`config.mk`:
```
export PLATFORM = sky130hd
export DESIGN_NAME = exe_unit
export DESIGN_NICKNAME = d
export VERILOG_FILES = /design/src/common/ex_pkg.sv /design/src/verilog/alu.sv /design/src/verilog/mul.sv /design/src/verilog/div.sv /design/src/ex_stage/ex_stage.sv /design/src/verilog/exe_unit.sv
export SDC_FILE = /design/constraint.sdc
export NUM_CORES = 2
export LEC_CHECK = 0
export BUFFER_PORTS_ARGS = -buffer_cell sky130_fd_sc_hd__buf_2
export CAP_MARGIN = 20
export CORE_ASPECT_RATIO = 1.25
export CORE_UTILIZATION = 50
export DETAILED_ROUTE_END_ITERATION = 10
export MAX_ROUTING_LAYER = met4
export PLACE_DENSITY = 0.68
export SLEW_MARGIN = 20
export SYNTH_ARGS = -nofsm -noshare
export SYNTH_HDL_FRONTEND = slang
export SYNTH_HIERARCHICAL = 1
export SYNTH_SLANG_ARGS = --single-unit
```
`constraint.sdc`:
```
create_clock -name clk -period 18.85 [get_ports clk]
set_clock_uncertainty 0.2 [all_clocks]
set_input_delay 5.655 -clock clk [delete_from_list [all_inputs] [get_ports clk]]
set_output_delay 5.655 -clock clk [all_outputs]
set_load 0.01 [all_outputs]
```
`src/common/ex_pkg.sv`:
```
package ex_pkg;

    // index of each operation in the one-hot alu_op field
    localparam int alu_add  = 0;
    localparam int alu_sub  = 1;
    localparam int alu_slt  = 2;
    localparam int alu_sltu = 3;
    localparam int alu_and  = 4;
    localparam int alu_nor  = 5;
    localparam int alu_or   = 6;
    localparam int alu_xor  = 7;
    localparam int alu_sll  = 8;
    localparam int alu_srl  = 9;
    localparam int alu_sra  = 10;
    localparam int alu_lui  = 11;

    // decoded instruction from the decode stage
    typedef struct packed {
        logic [11:0] alu_op;
        logic [31:0] src1;
        logic [31:0] src2;
        logic        rf_we;
        logic [4:0]  rf_waddr;
        logic [31:0] pc;
        logic        st_b;
        logic        st_h;
        logic        st_w;
        logic [31:0] rkd_value;
        logic        ld_b;
        logic        ld_bu;
        logic        ld_h;
        logic        ld_hu;
        logic        ld_w;
        logic        rdcntvl;
        logic        rdcntvh;
        logic        res_from_mul;
        logic        mul_signed;
        logic        mul_h;
        logic        res_from_div;
        logic        div_signed;
        logic        div_r;
    } id_to_ex_t;

    // csr access and exception flags carried down the pipe
    typedef struct packed {
        logic        res_from_csr;
        logic [13:0] csr_num;
        logic        csr_we;
        logic [31:0] csr_wmask;
        logic [31:0] csr_wvalue;
        logic        ertn_flush;
        logic        has_int;
        logic        adef;
        logic        syscall;
        logic        brk;
        logic        ale;
        logic        ine;
    } excep_t;

    typedef struct packed {
        logic        rf_we;
        logic [4:0]  rf_waddr;
        logic [31:0] pc;
        logic [31:0] result;
        logic        ld_b;
        logic        ld_bu;
        logic        ld_h;
        logic        ld_hu;
        logic        ld_w;
        logic        res_from_mul;
        logic        mul_h;
        logic        res_from_div;
    } ex_to_mem_t;

    // forwarding bundle to decode
    // blocking marks a result that is not ready yet
    typedef struct packed {
        logic        res_from_csr;
        logic        blocking;
        logic        we;
        logic [4:0]  waddr;
        logic [31:0] result;
    } ex_fwd_t;

endpackage

```
`src/verilog/alu.sv`:
```
module alu (
    input  logic [11:0] alu_op,
    input  logic [31:0] alu_src1,
    input  logic [31:0] alu_src2,
    output logic [31:0] alu_result
);
    import ex_pkg::*;

    logic        use_sub;
    logic [31:0] adder_b;
    logic [32:0] adder_sum;
    logic        slt_res;
    logic        sltu_res;
    logic [4:0]  shamt;
    logic [31:0] sll_res;
    logic [31:0] srl_res;
    logic [31:0] sra_res;

    // one adder serves add, sub and both compares
    assign use_sub   = alu_op[alu_sub] | alu_op[alu_slt] | alu_op[alu_sltu];
    assign adder_b   = use_sub ? ~alu_src2 : alu_src2;
    assign adder_sum = {1'b0, alu_src1} + {1'b0, adder_b} + {32'd0, use_sub};

    // differing signs decide directly and otherwise the sign of the difference does
    assign slt_res  = (alu_src1[31] & ~alu_src2[31])
                    | (~(alu_src1[31] ^ alu_src2[31]) & adder_sum[31]);
    // no carry out of a - b is a borrow
    assign sltu_res = ~adder_sum[32];

    assign shamt   = alu_src2[4:0];
    assign sll_res = alu_src1 << shamt;
    assign srl_res = alu_src1 >> shamt;
    assign sra_res = $signed(alu_src1) >>> shamt;

    always_comb begin
        alu_result = ({32{alu_op[alu_add] | alu_op[alu_sub]}} & adder_sum[31:0])
                   | {31'd0, alu_op[alu_slt] & slt_res}
                   | {31'd0, alu_op[alu_sltu] & sltu_res}
                   | ({32{alu_op[alu_and]}} & (alu_src1 & alu_src2))
                   | ({32{alu_op[alu_nor]}} & ~(alu_src1 | alu_src2))
                   | ({32{alu_op[alu_or]}}  & (alu_src1 | alu_src2))
                   | ({32{alu_op[alu_xor]}} & (alu_src1 ^ alu_src2))
                   | ({32{alu_op[alu_sll]}} & sll_res)
                   | ({32{alu_op[alu_srl]}} & srl_res)
                   | ({32{alu_op[alu_sra]}} & sra_res)
                   | ({32{alu_op[alu_lui]}} & alu_src2);
    end

    // decode never selects two operations at once
    always_comb begin
        assert ($onehot0(alu_op))
            else $error("alu_op has more than one bit set: %b", alu_op);
    end

endmodule

```
`src/verilog/mul.sv`:
```
module mul (
    input  logic        clk,
    input  logic        resetn,
    input  logic        mul_signed,
    input  logic [31:0] x,
    input  logic [31:0] y,
    output logic [63:0] result
);
    logic signed [32:0] x_ext;
    logic signed [32:0] y_ext;
    logic signed [16:0] x_lo;
    logic signed [16:0] x_hi;
    logic signed [16:0] y_lo;
    logic signed [16:0] y_hi;
    logic signed [33:0] pp_ll;
    logic signed [33:0] pp_lh;
    logic signed [33:0] pp_hl;
    logic signed [33:0] pp_hh;

    assign x_ext = {mul_signed & x[31], x};
    assign y_ext = {mul_signed & y[31], y};

    // low halves are positive and high halves carry the sign
    assign x_lo = {1'b0, x_ext[15:0]};
    assign x_hi = x_ext[32:16];
    assign y_lo = {1'b0, y_ext[15:0]};
    assign y_hi = y_ext[32:16];

    always_ff @(posedge clk) begin
        if (!resetn) begin
            pp_ll <= '0;
            pp_lh <= '0;
            pp_hl <= '0;
            pp_hh <= '0;
        end else begin
            pp_ll <= x_lo * y_lo;
            pp_lh <= x_lo * y_hi;
            pp_hl <= x_hi * y_lo;
            pp_hh <= x_hi * y_hi;
        end
    end

    // second stage sums modulo 2^64
    assign result = {pp_hh[31:0], 32'd0}
                  + ({{30{pp_lh[33]}}, pp_lh} << 16)
                  + ({{30{pp_hl[33]}}, pp_hl} << 16)
                  + {{30{pp_ll[33]}}, pp_ll};

endmodule

```
`src/verilog/div.sv`:
```
module div (
    input  logic        clk,
    input  logic        resetn,
    input  logic        start,
    input  logic        div_signed,
    input  logic [31:0] x,
    input  logic [31:0] y,
    output logic [31:0] s,
    output logic [31:0] r,
    output logic        complete
);
    logic        busy;
    logic [5:0]  step_cnt;
    logic        neg_q;
    logic        neg_r;
    logic [31:0] divisor;
    logic [31:0] x_abs;
    logic [31:0] y_abs;
    logic [31:0] rem_in;
    logic [31:0] quo_in;
    logic [31:0] dvs_in;
    logic [32:0] shifted;
    logic [33:0] diff;
    logic [31:0] rem_next;
    logic [31:0] quo_next;
    logic        step_en;

    assign x_abs = (div_signed & x[31]) ? -x : x;
    assign y_abs = (div_signed & y[31]) ? -y : y;

    // the start edge already does the first step
    assign rem_in = start ? 32'd0 : r;
    assign quo_in = start ? x_abs : s;
    assign dvs_in = start ? y_abs : divisor;

    // restoring step with quotient bits shifting in from the right
    assign shifted  = {rem_in, quo_in[31]};
    assign diff     = {1'b0, shifted} - {2'b00, dvs_in};
    assign rem_next = diff[33] ? shifted[31:0] : diff[31:0];
    assign quo_next = {quo_in[30:0], ~diff[33]};

    assign step_en = start | (busy & (step_cnt != 6'd32));

    always_ff @(posedge clk) begin
        if (!resetn) begin
            busy     <= 1'b0;
            complete <= 1'b0;
            step_cnt <= 6'd0;
        end else if (start) begin
            busy     <= 1'b1;
            complete <= 1'b0;
            step_cnt <= 6'd1;
        end else if (busy) begin
            if (step_cnt == 6'd32) begin
                busy     <= 1'b0;
                complete <= 1'b1;
            end else begin
                step_cnt <= step_cnt + 6'd1;
            end
        end
    end

    always_ff @(posedge clk) begin
        if (start) begin
            divisor <= y_abs;
            // zero divisor keeps the all-ones quotient
            neg_q   <= div_signed & (x[31] ^ y[31]) & (|y);
            neg_r   <= div_signed & x[31];
        end
        if (step_en) begin
            r <= rem_next;
            s <= quo_next;
        end else if (busy) begin
            // sign fix
            s <= neg_q ? -s : s;
            r <= neg_r ? -r : r;
        end
    end

    no_start_while_busy: assert property (
        @(posedge clk) disable iff (!resetn) start |-> !busy);

endmodule

```
`src/ex_stage/ex_stage.sv`:
```
module ex_stage (
    input  logic               clk,
    input  logic               resetn,
    input  logic               id_to_ex_valid,
    input  ex_pkg::id_to_ex_t  id_to_ex_data,
    input  ex_pkg::excep_t     id_to_ex_excep,
    output logic               ex_allowin,
    input  logic               mem_allowin,
    output logic               ex_to_mem_valid,
    output ex_pkg::ex_to_mem_t ex_to_mem_data,
    output ex_pkg::excep_t     ex_to_mem_excep,
    output ex_pkg::ex_fwd_t    ex_fwd,
    output logic               data_sram_en,
    output logic [3:0]         data_sram_we,
    output logic [31:0]        data_sram_addr,
    output logic [31:0]        data_sram_wdata,
    input  logic               ex_flush,
    input  logic               mem_to_ex_excep,
    output logic [11:0]        alu_op,
    output logic [31:0]        alu_src1,
    output logic [31:0]        alu_src2,
    input  logic [31:0]        alu_result,
    output logic               mul_signed,
    output logic               div_start,
    output logic               div_signed,
    input  logic [31:0]        div_s,
    input  logic [31:0]        div_r,
    input  logic               div_complete
);
    import ex_pkg::*;

    logic        ex_valid;
    id_to_ex_t   inst;
    excep_t      excep;
    logic        accept;
    logic        div_issued;
    logic        ready_go;
    logic [63:0] timer;
    logic [31:0] result;
    logic        is_load;
    logic [1:0]  addr_lo;
    logic [3:0]  st_lanes;
    logic        misalign;
    logic        ale;

    assign accept = id_to_ex_valid & ex_allowin;

    // a divide waits for the divider it started itself
    assign ready_go        = ~inst.res_from_div | (div_issued & div_complete);
    assign ex_allowin      = ~ex_valid | (ready_go & mem_allowin) | ex_flush;
    assign ex_to_mem_valid = ex_valid & ready_go & ~ex_flush;

    always_ff @(posedge clk) begin
        if (!resetn) begin
            ex_valid <= 1'b0;
        end else if (ex_allowin) begin
            ex_valid <= id_to_ex_valid;
        end
    end

    always_ff @(posedge clk) begin
        if (accept) begin
            inst  <= id_to_ex_data;
            excep <= id_to_ex_excep;
        end
    end

    always_ff @(posedge clk) begin
        if (!resetn) begin
            div_issued <= 1'b0;
        end else if (accept) begin
            div_issued <= 1'b0;
        end else if (div_start) begin
            div_issued <= 1'b1;
        end
    end

    assign div_start  = ex_valid & inst.res_from_div & ~div_issued & ~ex_flush;
    assign div_signed = inst.div_signed;
    assign alu_op     = inst.alu_op;
    assign alu_src1   = inst.src1;
    assign alu_src2   = inst.src2;
    assign mul_signed = inst.mul_signed;

    // stable counter for rdcntvl / rdcntvh
    always_ff @(posedge clk) begin
        if (!resetn) begin
            timer <= 64'd0;
        end else begin
            timer <= timer + 64'd1;
        end
    end

    assign result = inst.res_from_div ? (inst.div_r ? div_r : div_s) :
                    inst.rdcntvh      ? timer[63:32] :
                    inst.rdcntvl      ? timer[31:0]  :
                    alu_result;

    assign is_load  = inst.ld_b | inst.ld_bu | inst.ld_h | inst.ld_hu | inst.ld_w;
    assign addr_lo  = alu_result[1:0];
    assign st_lanes = ({4{inst.st_b}} & (4'b0001 << addr_lo))
                    | ({4{inst.st_h}} & (addr_lo[1] ? 4'b1100 : 4'b0011))
                    | {4{inst.st_w}};
    assign misalign = ((inst.ld_h | inst.ld_hu | inst.st_h) & addr_lo[0])
                    | ((inst.ld_w | inst.st_w) & (|addr_lo));
    assign ale      = ex_valid & misalign;

    assign data_sram_en    = ex_valid & (is_load | (|st_lanes)) & ~misalign
                           & ~ex_flush & ~mem_to_ex_excep;
    assign data_sram_we    = st_lanes & {4{ex_valid & ~misalign}};
    assign data_sram_addr  = {alu_result[31:2], 2'b00};
    assign data_sram_wdata = inst.st_b ? {4{inst.rkd_value[7:0]}}  :
                             inst.st_h ? {2{inst.rkd_value[15:0]}} :
                             inst.rkd_value;

    always_comb begin
        ex_to_mem_data.rf_we        = inst.rf_we;
        ex_to_mem_data.rf_waddr     = inst.rf_waddr;
        ex_to_mem_data.pc           = inst.pc;
        ex_to_mem_data.result       = result;
        ex_to_mem_data.ld_b         = inst.ld_b;
        ex_to_mem_data.ld_bu        = inst.ld_bu;
        ex_to_mem_data.ld_h         = inst.ld_h;
        ex_to_mem_data.ld_hu        = inst.ld_hu;
        ex_to_mem_data.ld_w         = inst.ld_w;
        ex_to_mem_data.res_from_mul = inst.res_from_mul;
        ex_to_mem_data.mul_h        = inst.mul_h;
        ex_to_mem_data.res_from_div = inst.res_from_div;
    end

    // decode leaves ale clear and it is filled in here
    always_comb begin
        ex_to_mem_excep     = excep;
        ex_to_mem_excep.ale = ale;
    end

    always_comb begin
        ex_fwd.res_from_csr = excep.res_from_csr;
        ex_fwd.blocking     = ex_valid & (is_load | inst.res_from_mul);
        ex_fwd.we           = ex_valid & inst.rf_we;
        ex_fwd.waddr        = inst.rf_waddr;
        ex_fwd.result       = result;
    end

    // the divider answers 33 cycles after its start unless a flush cuts it short
    div_latency_fixed: assert property (
        @(posedge clk) disable iff (!resetn || ex_flush)
        div_start |-> ##32 !div_complete ##1 div_complete);

    // back-pressure holds the memory request steady
    stall_holds_request: assert property (
        @(posedge clk) disable iff (!resetn)
        ex_valid && !ex_allowin |=> $stable(data_sram_we) && $stable(data_sram_addr)
                                    && $stable(data_sram_wdata));

endmodule

```
`src/verilog/exe_unit.sv`:
```
module exe_unit (
    input  logic                 clk,
    input  logic                 resetn,
    input  logic                 id_to_ex_valid,
    input  ex_pkg::id_to_ex_t    id_to_ex_data,
    input  ex_pkg::excep_t       id_to_ex_excep,
    output logic                 ex_allowin,
    input  logic                 mem_allowin,
    output logic                 ex_to_mem_valid,
    output ex_pkg::ex_to_mem_t   ex_to_mem_data,
    output ex_pkg::excep_t       ex_to_mem_excep,
    output ex_pkg::ex_fwd_t      ex_fwd,
    output logic [63:0]          mul_result,
    output logic                 data_sram_en,
    output logic [3:0]           data_sram_we,
    output logic [31:0]          data_sram_addr,
    output logic [31:0]          data_sram_wdata,
    input  logic                 ex_flush,
    input  logic                 mem_to_ex_excep
);
    logic [11:0] alu_op;
    logic [31:0] alu_src1;
    logic [31:0] alu_src2;
    logic [31:0] alu_result;
    logic        mul_signed;
    logic        div_start;
    logic        div_signed;
    logic [31:0] div_s;
    logic [31:0] div_r;
    logic        div_complete;
    logic        div_resetn;

    // a flush abandons any divide still in flight
    assign div_resetn = resetn & ~ex_flush;

    ex_stage ex_stage_i (
        .clk             (clk),
        .resetn          (resetn),
        .id_to_ex_valid  (id_to_ex_valid),
        .id_to_ex_data   (id_to_ex_data),
        .id_to_ex_excep  (id_to_ex_excep),
        .ex_allowin      (ex_allowin),
        .mem_allowin     (mem_allowin),
        .ex_to_mem_valid (ex_to_mem_valid),
        .ex_to_mem_data  (ex_to_mem_data),
        .ex_to_mem_excep (ex_to_mem_excep),
        .ex_fwd          (ex_fwd),
        .data_sram_en    (data_sram_en),
        .data_sram_we    (data_sram_we),
        .data_sram_addr  (data_sram_addr),
        .data_sram_wdata (data_sram_wdata),
        .ex_flush        (ex_flush),
        .mem_to_ex_excep (mem_to_ex_excep),
        .alu_op          (alu_op),
        .alu_src1        (alu_src1),
        .alu_src2        (alu_src2),
        .alu_result      (alu_result),
        .mul_signed      (mul_signed),
        .div_start       (div_start),
        .div_signed      (div_signed),
        .div_s           (div_s),
        .div_r           (div_r),
        .div_complete    (div_complete)
    );

    alu alu_i (
        .alu_op     (alu_op),
        .alu_src1   (alu_src1),
        .alu_src2   (alu_src2),
        .alu_result (alu_result)
    );

    mul mul_i (
        .clk        (clk),
        .resetn     (resetn),
        .mul_signed (mul_signed),
        .x          (alu_src1),
        .y          (alu_src2),
        .result     (mul_result)
    );

    div div_i (
        .clk        (clk),
        .resetn     (div_resetn),
        .start      (div_start),
        .div_signed (div_signed),
        .x          (alu_src1),
        .y          (alu_src2),
        .s          (div_s),
        .r          (div_r),
        .complete   (div_complete)
    );

endmodule

```
==> qor.yml <==
status: "finished, final reports clean"
wirelength_mm: 255
rsz0062_at_grt: "no"
grt_use_total: 0.339
first_pass_iters: 8
clk_path_buf_depth: 3
r2r_end: "mul_i/pp_hl[30]"
grt_overflow_total: 0
portBuffers: 591
timing.critical_path.buf_inv: 3
gp_congestion: 1.02
crit_cells: 5
vias_per_cell: 5.85
critPathLaunchType: "input pin"
grt_pass1_vias: 63900
path_class: "in -> out"
syn_area_um2: 76500
cp-end-kind: "output pin"
cts_inserted_buffers: 67
ys_warn_count: 6
p_leak_nw: 38.9
netlist_top_cells_count: "1359 x inv_1, 1014 x fa_1, 854 x nand2_1"
antenna_found_initial: 12
worst_slack_ns: 6.26
fillCellCount: 13900
syn_to_final_growth_pct: 7.18
worst_pin_slew_ns: 1.19
ios: 595
synth_flop_cell: "edfxtp_1"
drc: 0
clk_latency_ns: 0.71
setup_viol: 0
crit_end: "ex_allowin"
critPathSlowestCell: "a21oi_1"
hold_path_class: "reg -> reg"
crit_family: "buffers and inverters"
cts-resized-gates: 0
dp_slack_ns: 6.30
drv_slew: 0
ys_types: 116
cts_tree: "yes"
synth_top_cell_area_share: 0.265
dieArea_um2: 155000
maxCapViolCount: 0
critical_path.startpoint: "ex_flush"
layout-drive-gt1-share: 0.110
hold_buffers: 0
ys_seq_area_frac: 0.186
post-cts-setup-buffers: 0
cp.arrival_ns: 6.73
crit_fanout: 3
synth.most_common_cell: "inv_1"
die_x_um: 352
p_comb_frac: 0.815
placementRows: 160
period_share: 0.668
chipHeight_um: 439
cts_max_level: 3
ir_drop_mv: 0.365
r2r_cells: 26
swShare: 0.549
drtIter0Drc: 5443
fmax_mhz: 79.4
r2r_slack_ns: 9.58
hold_viol_final: 0
relSlewSlack: 0.197
syn_avg_cell_area_um2: 8.99
cp_slowest_stage_delay_ns: 0.39
initial_core_util: 0.503
seqPwrFrac: 0.102
critical_path_required_ns: 12.99
grt_pass1_wl_mm: 382
cp_common_cell: "buf_2"
synth.area.top_cells: "fa_1 27%, edfxtp_1 12%, ha_1 9.5%, inv_1 6.7%, dfxtp_1 6.2%"
netlist_instances: 8507
synth.largest_area_cell: "fa_1"
async_flop_share: 0
wl_per_cell_um: 23.8
ant_nets: 0
switchingPower_mw: 8.97
ys_ff_latch: 552
finalCriticalPeriod_ns: 12.59
grt_max_degree: 178
path_cells: "buf_2 -> nand2b_1 -> a21oi_1 -> inv_1 -> buf_2"
timing.rr.start: "ex_stage_i/alu_src1[31]"
cts.sinks: 552
clkPwrFrac: 0.083
synth_edf_count: 314
cts.clk_slew.worst_paths_ns: 0.06
vias: 62900
intPower_mw: 7.37
setup_tns_ns: 0
power_density_nw_per_um2: 199
dp_hpwl_mm: 189
finish.net_count: 10500
cts_root_buf: "clkbuf_16"
coreArea_um2: 152000
-- metrics by stage --
stage               cells  instance area [um2]  total power [mW]   util  hold slack (ns)
floorplan            8508                76500              10.6      -            0.237
global placement    10600                79700              14.7  0.524            0.261
detailed placement  10600                79700              14.9  0.524            0.265
CTS                 10700                81900              16.4  0.539            0.278
global route        10700                82000              17.7  0.539            0.304
finish              10700                82000              16.3  0.539            0.275
-- area by class of cell --
cell class	count	area, um2	share of cell area
Inverter	1364	5120	0.0625
Clock inverter	34	390	0.00476
Tap cell	2025	2530	0.0309
Multi-Input combinational cell	5951	53900	0.657
Sequential cell	552	14200	0.173
Antenna cell	10	25.0	0.000305
Timing Repair Buffer	722	3970	0.0484
Clock buffer	89	1870	0.0229
-- power groups by stage --
| stage | logic, mW | registers (mW) | clock network, mW |
|---|---|---|---|
| 2_1_floorplan | 8.99 | 1.63 | 0 |
| 3_3_place_gp | 13.0 | 1.69 | 0 |
| 3_5_place_dp | 13.2 | 1.69 | 0 |
| 4_1_cts | 13.4 | 1.67 | 1.38 |
| 5_1_grt | 14.6 | 1.68 | 1.42 |
| 6_report | 13.3 | 1.67 | 1.35 |
-- worst reg2reg max path, delay by kind of cell (launching register included) --
kind,cells,cell delay [ns]
xor gates and xnor gates,1,0.73
DFF,1,0.32
adders and majority gates,7,3.38
buffers and inverters,8,1.73
and+or+nand+nor,7,1.43
AOI/OAI and AO/OA,3,1.35
-- state kept, by name, summed over array words and instances (netlist names), 6 cells and up --
name,count
ex_stage_i/ex_to_mem_excep,85
ex_stage_i/timer,64
ex_stage_i/ex_to_mem_data,41
ex_stage_i/inst,38
mul_i/pp_hl,34
mul_i/pp_lh,34
div_i/divisor,32
div_i/r,32
div_i/s,32
ex_stage_i/alu_src1,32
ex_stage_i/alu_src2,32
mul_i/pp_hh,32
mul_i/pp_ll,32
ex_stage_i/alu_op,12
div_i/step_cnt,6
ex_stage_i/ex_fwd,6
-- worst min-delay path by stage --
stage	start	endpoint	slack [ns]	cells after the start
2_1_floorplan	div_i/complete	div_i/complete	0.24	2
3_3_place_gp	div_i/divisor[0]	div_i/divisor[0]	0.26	1
3_5_place_dp	div_i/divisor[30]	div_i/divisor[30]	0.27	2
4_1_cts	div_i/divisor[30]	div_i/divisor[30]	0.28	2
5_1_grt	div_i/divisor[29]	div_i/divisor[29]	0.30	2
6_report	div_i/divisor[30]	div_i/divisor[30]	0.27	2
-- cells by family after synthesis --
kind of cell / share of synthesized area
muxes: 0.0314
adders and majority gates: 0.360
buffers and inverters: 0.110
AOI/OAI and AO/OA: 0.109
and+or+nand+nor: 0.162
DFF: 0.186
xor gates and xnor gates: 0.0411
other: 0.0000490
-- metal layers --
metal / global-route usage / vias up / wire [um] / part of all wire
li1: - / 27800 / - / -
met1: 0.406 / 31500 / 96600 / 0.38
met2: 0.539 / 2861 / 121000 / 0.47
met3: 0.0623 / 774 / 21600 / 0.085
met4: 0.185 / 0 / 16100 / 0.063
met5: - / - / 0 / 0
-- cells in the final DEF (no fill, tap or decap), types with 116 or more instances in the layout --
master,netlist,final
buf_2,23,591
nand2_1,854,854
mux2i_1,178,178
dfxtp_1,238,237
nor2_1,466,464
o21ai_0,259,259
a21o_1,116,116
edfxtp_1,314,314
buf_4,223,129
and2_1,527,528
ha_1,580,580
inv_1,1359,1359
xnor2_1,211,211
fa_1,1014,1014
xor2_1,148,148
a21oi_1,352,352
(Power assumes the default switching activity.)
